<file path="src/hw/rv_muldiv_wb.sv">
////////////////////////////////////////////////////////////
// rv muldiv writeback merge
// one result stream in issue order, parks a colliding divide
////////////////////////////////////////////////////////////

`timescale 1ns/1ps

module rv_muldiv_wb #(
  parameter int XLEN = 64
) (
  input  logic            clk,
  input  logic            rstn,
  input  logic            mul_bubble,
  input  logic [XLEN-1:0] mul_r,
  input  logic            div_bubble,
  input  logic [XLEN-1:0] div_r,
  input  logic            div_stall,
  output logic            muldiv_bubble,
  output logic [XLEN-1:0] muldiv_r,
  output logic            muldiv_stall
);

  logic            collide;       // both units finish this cycle
  logic            park_valid;
  logic [XLEN-1:0] park_r;
  logic            mrg_stall;

  // a collision is always mul issued first, then a early divide
  assign collide   = !mul_bubble && !div_bubble;
  assign mrg_stall = collide;     // hold decode while the park fills

  //////////////////////////////////////////////////////////
  // park buffer
  //////////////////////////////////////////////////////////

  always_ff @(posedge clk or negedge rstn) begin
    if (!rstn)
      park_valid <= 1'b0;
    else
      park_valid <= collide;                  // released the next cycle
  end

  always_ff @(posedge clk) begin
    if (collide) park_r <= div_r;
  end

  //////////////////////////////////////////////////////////
  // output mux
  //////////////////////////////////////////////////////////

  assign muldiv_bubble = !park_valid && mul_bubble && div_bubble;

  always_comb begin
    if (park_valid)
      muldiv_r = park_r;                      // parked divide goes out
    else if (!mul_bubble)
      muldiv_r = mul_r;                       // older result wins a tie
    else
      muldiv_r = div_r;
  end

  assign muldiv_stall = div_stall || mrg_stall;

endmodule

</file>
<file path="config.mk">
export PLATFORM = sky130hd
export DESIGN_NAME = rv_muldiv_wb
export DESIGN_NICKNAME = d
export VERILOG_FILES = /design/src/hw/rv_muldiv_wb.sv
export SDC_FILE = /design/constraint.sdc
export NUM_CORES = 1
export LEC_CHECK = 0
export BUFFER_PORTS_ARGS = -buffer_cell sky130_fd_sc_hd__buf_2
export CORE_AREA = 2 2 91 93
export DETAILED_ROUTE_END_ITERATION = 8
export DIE_AREA = 0 0 93 95
export GPL_TIMING_DRIVEN = 0
export PLACE_DENSITY = 0.9
export SLEW_MARGIN = 0
export SYNTH_ARGS = -nofsm -noshare
export SYNTH_HDL_FRONTEND = slang
export SYNTH_SLANG_ARGS = --single-unit
</file>
<file path="constraint.sdc">
create_clock -name clk -period 5.9 [get_ports clk]
set_input_delay 0.885 -clock clk [delete_from_list [all_inputs] [get_ports clk]]
set_output_delay 0.885 -clock clk [all_outputs]
set_load 0.02 [all_outputs]
</file>
==> flow_metrics.env, run 1 <==
export IMPL_htreeDepth=3
export IMPL_path_max_fanout=34
export IMPL_syn_to_final_growth_pct=39.5
export IMPL_slew_headroom=0.350
export IMPL_start_util=0.422
export IMPL_rsz0062_at_grt="false"
export IMPL_drc=0
export IMPL_grt_max_degree=35
export IMPL_antenna_cells=0
export IMPL_drt_iter0_drc=92
export IMPL_cts_sinks=65
export IMPL_cts_buffers=9
export IMPL_track_usage=0.195
export IMPL_worstSetupStartpointType="input port"
export IMPL_nNetsFinal=624
export IMPL_vias=2974
export IMPL_die_x_um=93
export IMPL_irDropWorstVdd_mv=0.159
export IMPL_status="complete, no violations"
export IMPL_antenna_left=0
export IMPL_syn_inst=282
export IMPL_worst_slew_pin_slew_ns=0.972
export IMPL_max_cap_viol_count=0
export IMPL_synthTopCellsByArea="edfxtp_1 57%, mux2i_1 19%, nand2_1 7.2%, o21ai_1 5.8%, o21ai_0 3.7%"
export IMPL_layout_common_cells="199 x buf_2, 64 x mux2i_1, 64 x nand2_1, 64 x edfxtp_1, 39 x o21ai_1"
export IMPL_p_sw_frac=0.276
export IMPL_worstSetupPathType="input port to output pin"
export IMPL_cts_hold_buf=0
export IMPL_netSwitchingPower_mw=0.320
export IMPL_hold_violations=0
export IMPL_ys_ff_latch=65
export IMPL_synthesis_area_um2=3350
export IMPL_crit_family="simple AND/OR/NAND/NOR gates"
export IMPL_port_buffers=197
export IMPL_critPathBufInv=4
export IMPL_yosys_area_top_type="edfxtp_1"
export IMPL_clk_pin_slew_ns=0.07
export IMPL_yosysUniqueCellTypes=13
export IMPL_hpwl_um=6820
export IMPL_ys_warnings_count=0
export IMPL_die_height_um=95
export IMPL_slowest_delay_ns=0.76
export IMPL_syn_nets=415
export IMPL_wl_um=8790
export IMPL_fillers=698
export IMPL_dr_pass1_iters=4
export IMPL_hold_class="input port to asynchronous set/reset pin"
export IMPL_via_per_inst=4.96
export IMPL_setup_viol=0
export IMPL_p_int_mw=0.839
export IMPL_grt_pass1_vias=2970
export IMPL_coreArea_um2=7930
export IMPL_grt_antenna_before_repair=0
export IMPL_mostFrequentLayoutCell="buf_2"
export IMPL_utilization=0.589
export IMPL_ys_seq_area_frac=0.581
export IMPL_multi_input_area_um2=1230
export IMPL_power_leakage_nw=2.15
export IMPL_wl_per_cell_um=14.6
export IMPL_critPathCaptureType="output pin"
export IMPL_fmax_mhz=292
export IMPL_drive_above_1_share=0.453
export IMPL_io_pins=199
export IMPL_grt_overflow=0
export IMPL_cts_tree="yes"
export IMPL_cts_resized=0
export IMPL_clockBufferDepth=2
export IMPL_yosys_area_top_type_share=0.574
export IMPL_path_cells="buf_4, buf_12, nor2_4, buf_12, or2_2, buf_2"
export IMPL_p_clk_frac=0.302
export IMPL_post_route_period_util=0.580
export IMPL_crit_required_ns=5.02
export IMPL_power_density_nw_per_um2=248
export IMPL_gp_congestion=0.820
export IMPL_pwr_share_seq=0.475
export IMPL_cts_root_buf="clkbuf_8"
export IMPL_min_period_ns=3.42
export IMPL_critPathMostFrequentCell="buf_12"
export IMPL_p_comb_frac=0.224
export IMPL_cts_setup_buffers=0
export IMPL_worstPathArrival_ns=2.54
export IMPL_cpMaxStageDelayCell="nor2_4"
export IMPL_final_setup_tns_ns=0
export IMPL_grt_pass1_wl_um=13500
export IMPL_die_area_um2=8840
export IMPL_seqCellArea_um2=1950
export IMPL_finalMaxSlewViolations=0
export IMPL_syn_area_per_cell_um2=11.9
export IMPL_std_cell_rows=33
-- worst paths after layout --
check,start,end,cells after the start
max,mul_bubble,muldiv_stall,6
min,rstn,park_valid$_DFF_PN0_,1
min in group clk,div_r[8],park_r[8]$_DFFE_PP_,1
max in group asynchronous,rstn,park_valid$_DFF_PN0_,1
-- registers in the layout, summed over array words and instances, names as in the netlist --
register    count
park_r         64
park_valid      1
-- cells by family after synthesis --
family          after synthesis  share of synthesized area
simple gates                 67                     0.0774
flops                        65                      0.581
compound gates               64                     0.0957
mux                          64                      0.191
buf+inv                      22                     0.0542
-- power by group through the flow --
stage	clock, mW	combinational (mW)	sequential (mW)
floorplan	0	0.149	0.559
global placement	0	0.250	0.561
detailed placement	0	0.261	0.560
CTS	0.360	0.262	0.550
global route	0.380	0.281	0.553
finish	0.350	0.259	0.550
-- layer usage --
metal | wire length [um] | part of all wire | vias to the layer above | track usage
met2 | 4470 | 0.51 | 131 | 0.344
met5 | 0 | 0 | - | 0
met4 | 204 | 0.023 | 0 | 0.0784
met3 | 615 | 0.070 | 20 | 0.0407
li1 | - | - | 1443 | -
met1 | 3500 | 0.40 | 1380 | 0.232
-- synth_stat cells --
master    count
nand2_1      64
edfxtp_1     64
buf_12        5
dfrtp_1       1
buf_2         2
clkbuf_1     11
o21ai_0      25
or2_2         1
o21ai_1      39
buf_4         4
mux2i_1      64
nor2_1        1
and3b_1       1
-- through the flow --
stage,std cells,hold WS [ns],power [mW],area (um^2),setup slack (ns)
6_report,600,0.318,1.16,4670,2.48
2_1_floorplan,282,0.589,0.708,3350,0.602
3_3_place_gp,584,0.664,0.811,4470,-0.431
4_1_cts,600,0.305,1.17,4670,2.43
5_1_grt,600,0.298,1.21,4670,2.36
3_5_place_dp,585,0.661,0.821,4490,2.44
-- final cells by class --
type / instances / area share
Timing Repair Buffer: 198 / 0.215
Clock buffer: 11 / 0.0281
Buffer: 22 / 0.0389
Clock inverter: 4 / 0.00965
Multi-Input combinational cell: 195 / 0.263
Tap cell: 105 / 0.0281
Sequential cell: 65 / 0.417
Power figures use the tool's default switching activity.
==> inputs of run 2 (changes only) <==
ABC_AREA = 1   (was unset)
CORE_AREA = 2 2 100 102   (was 2 2 91 93)
DIE_AREA = 0 0 102 104   (was 0 0 93 95)
PLACE_DENSITY = 0.87   (was 0.9)
clock period = 3 ns   (was 5.9 ns; I/O delays follow)
==> run 2 against run 1 <==
Compared with the run above: die area up 20%; synthesized area up 16%; critical path depth is 1 lower; sequential share of layout area fell by 4.4 points; hold slack got worse by 0.017 ns; sequential cell count unchanged; core utilization is 4.2 points lower; setup slack got worse by 1.8 ns; synthesized cell count is 93% higher; wire length up 20%.
==> flow_metrics.env, run 2 <==
export IMPL_status="complete, no violations"
export IMPL_fillers=967
export IMPL_path_cells="buf_2, buf_4, nor2_4, or2_1, buf_2"
export IMPL_die_height_um=104
export IMPL_grt_max_degree=35
export IMPL_ys_seq_area_frac=0.502
export IMPL_cts_resized=0
export IMPL_worstSetupStartpointType="input port"
export IMPL_synth_edf_count=64
export IMPL_syn_nets=678
export IMPL_track_usage=0.198
export IMPL_cts_sinks=65
export IMPL_clockBufferDepth=2
export IMPL_worst_slew_pin_slew_ns=1.00
export IMPL_synthTopCellsByArea="edfxtp_1 50%, nand2_1 25%, inv_1 12%, nand3_1 8.3%, buf_2 2.6%"
export IMPL_port_buffers=198
export IMPL_via_per_inst=4.37
export IMPL_async_flop_share=0.0154
export IMPL_largest_registers="park_r x64, park_valid x1"
export IMPL_power_density_nw_per_um2=433
export IMPL_clk_pin_slew_ns=0.08
export IMPL_total_power_mw=2.26
export IMPL_setup_ws_ns=0.640
export IMPL_antenna_cells=0
export IMPL_ys_ff_latch=65
export IMPL_grt_antenna_before_repair=0
export IMPL_fin_cells=894
export IMPL_cpMaxStageDelayCell="nor2_4"
export IMPL_synthMostInstantiatedCell="nand2_1"
export IMPL_yosys_area_top_type_share=0.496
export IMPL_rsz0062_at_grt="false"
export IMPL_critPathMostFrequentCell="buf_2"
export IMPL_std_cell_rows=36
export IMPL_io_pins=199
export IMPL_wl_per_cell_um=11.8
export IMPL_drc=0
export IMPL_layout_common_cells="257 x nand2_1, 218 x buf_2, 128 x inv_1"
export IMPL_yosys_area_top_type="edfxtp_1"
export IMPL_ys_warnings_count=0
export IMPL_cts_buffers=9
export IMPL_dp_cells=877
export IMPL_vias=3908
export IMPL_dr_pass1_iters=4
export IMPL_min_period_ns=2.36
export IMPL_grt_overflow=0
export IMPL_syn_area_per_cell_um2=7.11
export IMPL_wl_um=10500
export IMPL_hold_class="input port to flip-flop"
export IMPL_hold_violations=0
export IMPL_gp_congestion=0.873
export IMPL_mostFrequentLayoutCell="nand2_1"
export IMPL_fmax_mhz=424
export IMPL_start_util=0.406
export IMPL_setup_viol=0
export IMPL_top_register="park_r"
export IMPL_cts_root_buf="clkbuf_8"
export IMPL_htreeDepth=3
export IMPL_synth_main_ff_cell="edfxtp_1"
export IMPL_irDropWorstVdd_mv=0.243
export IMPL_path_max_fanout=34
export IMPL_critPathCaptureType="output pin"
export IMPL_die_area_um2=10600
export IMPL_hpwl_um=7840
export IMPL_syn_inst=545
export IMPL_nNetsFinal=889
export IMPL_yosysUniqueCellTypes=11
export IMPL_slew_headroom=0.332
export IMPL_crit_required_ns=2.55
export IMPL_drive_above_1_share=0.315
export IMPL_grt_pass1_vias=3835
export IMPL_grt_pass1_wl_um=16700
export IMPL_preCtsSetupSlack_ns=0.628
export IMPL_power_leakage_nw=3.11
export IMPL_coreArea_um2=9550
export IMPL_cts_tree="yes"
export IMPL_die_x_um=102
export IMPL_drt_iter0_drc=187
export IMPL_largest_reg_flops=64
export IMPL_syn_to_final_growth_pct=34.8
export IMPL_post_route_period_util=0.787
export IMPL_worstPathArrival_ns=1.91
export IMPL_worstSetupPathType="input port to output pin"
export IMPL_max_cap_viol_count=0
export IMPL_final_setup_tns_ns=0
export IMPL_synth_commonest_cells="257 x nand2_1, 128 x inv_1, 64 x edfxtp_1, 64 x nand3_1, 20 x buf_2"
export IMPL_holdWs_ns=0.301
export IMPL_slowest_delay_ns=0.79
export IMPL_synthesis_area_um2=3870
export IMPL_antenna_left=0
export IMPL_finalMaxSlewViolations=0
## run 2: metal layers
metal / GRT usage / routed length, um / vias to the layer above
met5: 0 / 0 / -
met4: 0.0762 / 229 / 0
met3: 0.0551 / 841 / 24
met2: 0.334 / 4990 / 150
met1: 0.238 / 4450 / 1695
li1: - / - / 2039
## run 2: logic make-up (layout without fill, tap and decap cells)
group,Yosys count,in the layout,synth area share
AND/OR/NAND/NOR,324,324,0.335
flip-flops,65,65,0.502
buffers and inverters,156,372,0.162
## run 2: critical path: cells and delay by family
| kind | cells | cell delay, ns |
|---|---|---|
| AND/OR/NAND/NOR | 2 | 0.98 |
| buffers and inverters | 3 | 0.47 |
## run 2: what timing repair did
item | 4_1_cts | 5_1_grt
endpoints found under the hold margin | 1 | 0
hold buffers | 1 | 0
buffers inserted | 0 | 0
## run 2: final timing paths
check                           start                   end  depth (start not counted)
worst min-delay path        div_r[60]  park_r[60]$_DFFE_PP_                          1
max in group asynchronous        rstn  park_valid$_DFF_PN0_                          2
min in group asynchronous        rstn  park_valid$_DFF_PN0_                          2
worst max-delay path       mul_bubble          muldiv_stall                          5
## run 2: layout make-up
type                       count  area [um^2]  area share
timing repair buffer         200         1020       0.195
tap                          133          166      0.0318
inverter                     130          488      0.0934
clock buffer                  12          135      0.0259
sequential                    65         1950       0.373
multi-input combinational    324         1310       0.250
clock inverter                 4         20.0     0.00383
buffer                        26          141      0.0271
## run 2: metrics by stage
step,utilization,instance area [um^2]
after CTS,0.547,5230
final,0.547,5230
after global routing,0.547,5230
after floorplan,-,3880
after detailed placement,0.530,5060
after global placement,0.528,5040
## run 2: where the power goes
part / internal (mW) / switching, mW
registers: 1.07 / 0.0145
logic: 0.211 / 0.356
clock network: 0.295 / 0.323
total: 1.57 / 0.693
==> inputs of run 3 (changes only) <==
CORE_AREA = 2 2 95 97   (was 2 2 100 102)
DIE_AREA = 0 0 97 99   (was 0 0 102 104)
PLACE_DENSITY = 0.91   (was 0.87)
clock period = 2.2 ns   (was 3 ns; I/O delays follow)
==> run 3 against run 2 <==
Compared with the run above: via count increased by 1.0%; critical path depth unchanged; first-iteration DRC count decreased by 31%; clock-buffer cell count decreased by 2; sequential share of layout area about the same; core utilization increased by 6.4 points; critical path type unchanged; largest cell class unchanged.
==> flow_metrics.env, run 3 (synthesized netlist as in run 2, its figures left out) <==
export IMPL_grt_max_degree=36
export IMPL_top_register="park_r"
export IMPL_min_to="park_r[35]$_DFFE_PP_"
export IMPL_largest_registers="park_r x64, park_valid x1"
export IMPL_wl_met3_um=752
export IMPL_cts_tree="yes"
export IMPL_cts_buffers=9
export IMPL_drive_above_1_share=0.317
export IMPL_drt_iter0_drc=129
export IMPL_clockBufferDepth=2
export IMPL_syn_to_final_growth_pct=34.9
export IMPL_io_pins=199
export IMPL_coreArea_um2=8550
export IMPL_post_route_period_util=0.937
export IMPL_die_area_um2=9600
export IMPL_worstHoldPathCells=1
export IMPL_m1WireLength_um=4160
export IMPL_layout_common_cells="257 x nand2_1, 218 x buf_2, 128 x inv_1"
export IMPL_hold_class="input port to flip-flop"
export IMPL_postPlaceCellArea_um2=5030
export IMPL_path_cells="buf_2, buf_4, nor2_4, or2_1, buf_2"
export IMPL_crit_required_ns=1.87
export IMPL_gp_congestion=0.843
export IMPL_crit_family="simple AND/OR/NAND/NOR gates"
export IMPL_worstSetupPathType="input port to output pin"
export IMPL_wl_per_cell_um=11.6
export IMPL_total_power_mw=3.20
export IMPL_irDropWorstVdd_mv=0.379
export IMPL_hpwl_um=7460
export IMPL_critPathBufInv=3
export IMPL_setup_ws_ns=0.139
export IMPL_cp_depth=5
export IMPL_largest_reg_flops=64
export IMPL_port_buffers=198
export IMPL_vias=3948
export IMPL_nNetsFinal=889
export IMPL_die_x_um=97
export IMPL_min_period_ns=2.06
export IMPL_worstHoldStart="div_r[35]"
export IMPL_routed_top_layer="met4"
export IMPL_worstPathArrival_ns=1.73
export IMPL_slowest_delay_ns=0.74
export IMPL_slew_headroom=0.382
export IMPL_preCtsSetupSlack_ns=0.136
export IMPL_critPathCaptureType="output pin"
export IMPL_utilization=0.611
export IMPL_start_util=0.453
export IMPL_fmax_mhz=485
export IMPL_drc=0
export IMPL_max_cap_viol_count=0
export IMPL_cts_setup_buffers=0
export IMPL_grt_pass1_vias=3727
export IMPL_setup_viol=0
export IMPL_antenna_left=0
export IMPL_path_max_fanout=32
export IMPL_die_height_um=99
export IMPL_power_density_nw_per_um2=612
export IMPL_via_per_inst=4.54
export IMPL_route_met2_wl_um=4890
export IMPL_wl_um=10000
export IMPL_rsz0062_at_grt="false"
export IMPL_worstSetupStartpointType="input port"
export IMPL_status="complete, no violations"
export IMPL_grt_overflow=0
export IMPL_std_cell_rows=34
export IMPL_critPathMostFrequentCell="buf_2"
export IMPL_finalMaxSlewViolations=0
export IMPL_cpMaxStageDelayCell="nor2_4"
export IMPL_dr_pass1_iters=4
export IMPL_cts_root_buf="clkbuf_8"
export IMPL_track_usage=0.205
export IMPL_cts_sinks=65
export IMPL_worst_slew_pin_slew_ns=0.925
export IMPL_grt_antenna_before_repair=1
export IMPL_power_leakage_nw=3.11
export IMPL_hold_violations=0
export IMPL_post_route_cell_area_um2=5230
export IMPL_mostFrequentLayoutCell="nand2_1"
export IMPL_grt_pass1_wl_um=16200
export IMPL_clk_pin_slew_ns=0.07
export IMPL_htreeDepth=3
==> run 3: changes by cell type in the layout (fill, tap and decap cells not counted), sizes merged <==
| cell | previous run | this run |
|---|---|---|
| clkinv | 4 | 3 |
| bufinv | 0 | 1 |
| clkinvlp | 0 | 2 |
| diode | 0 | 1 |
| clkbuf | 13 | 11 |
==> run 3: worst max-delay path by stage <==
| stage | start | to | slack, ns |
|---|---|---|---|
| after floorplan | mul_bubble | muldiv_stall | 0.08 |
| after global placement | mul_bubble | muldiv_stall | -0.55 |
| after detailed placement | mul_bubble | muldiv_stall | 0.14 |
| after CTS | mul_bubble | muldiv_stall | 0.13 |
| after global routing | mul_bubble | muldiv_stall | 0.04 |
| final | mul_bubble | muldiv_stall | 0.14 |
==> run 3: final cells by class <==
class | count | area, um^2
clock inverter | 6 | 58.8
tap | 108 | 135
fill | 800 | 3320
inverter | 130 | 488
antenna | 1 | 2.50
timing repair buffer | 200 | 1020
multi-input combinational | 324 | 1310
buffer | 26 | 141
clock buffer | 10 | 128
sequential | 65 | 1950
==> run 3: metal layers <==
layer  vias to the layer above  global-route usage
li1                       2042                   -
met1                      1727               0.247
met2                       155               0.361
met3                        24              0.0433
met4                         0              0.0802
met5                         -                   0
==> run 3: stage by stage <==
step | hold slack (ns) | setup TNS, ns | std cells
after floorplan | 0.0344 | 0 | 545
after global placement | 0.105 | -17.62 | 851
after detailed placement | 0.108 | 0 | 852
after CTS | 0.166 | 0 | 869
after global routing | 0.167 | 0 | 869
final | 0.186 | 0 | 870
==> run 3: where the power goes <==
group	total (mW)	switching [mW]	internal, mW	leakage [nW]
clock network	0.963	0.447	0.516	0.0897
logic	0.765	0.477	0.288	2.41
registers	1.47	0.0206	1.45	0.614
==> run 3: what timing repair did <==
item / CTS / global route
endpoints found under the setup margin: 0 / 0
gates resized for setup: 0 / 0
hold endpoints to repair: 1 / 0
hold buffers: 1 / 0
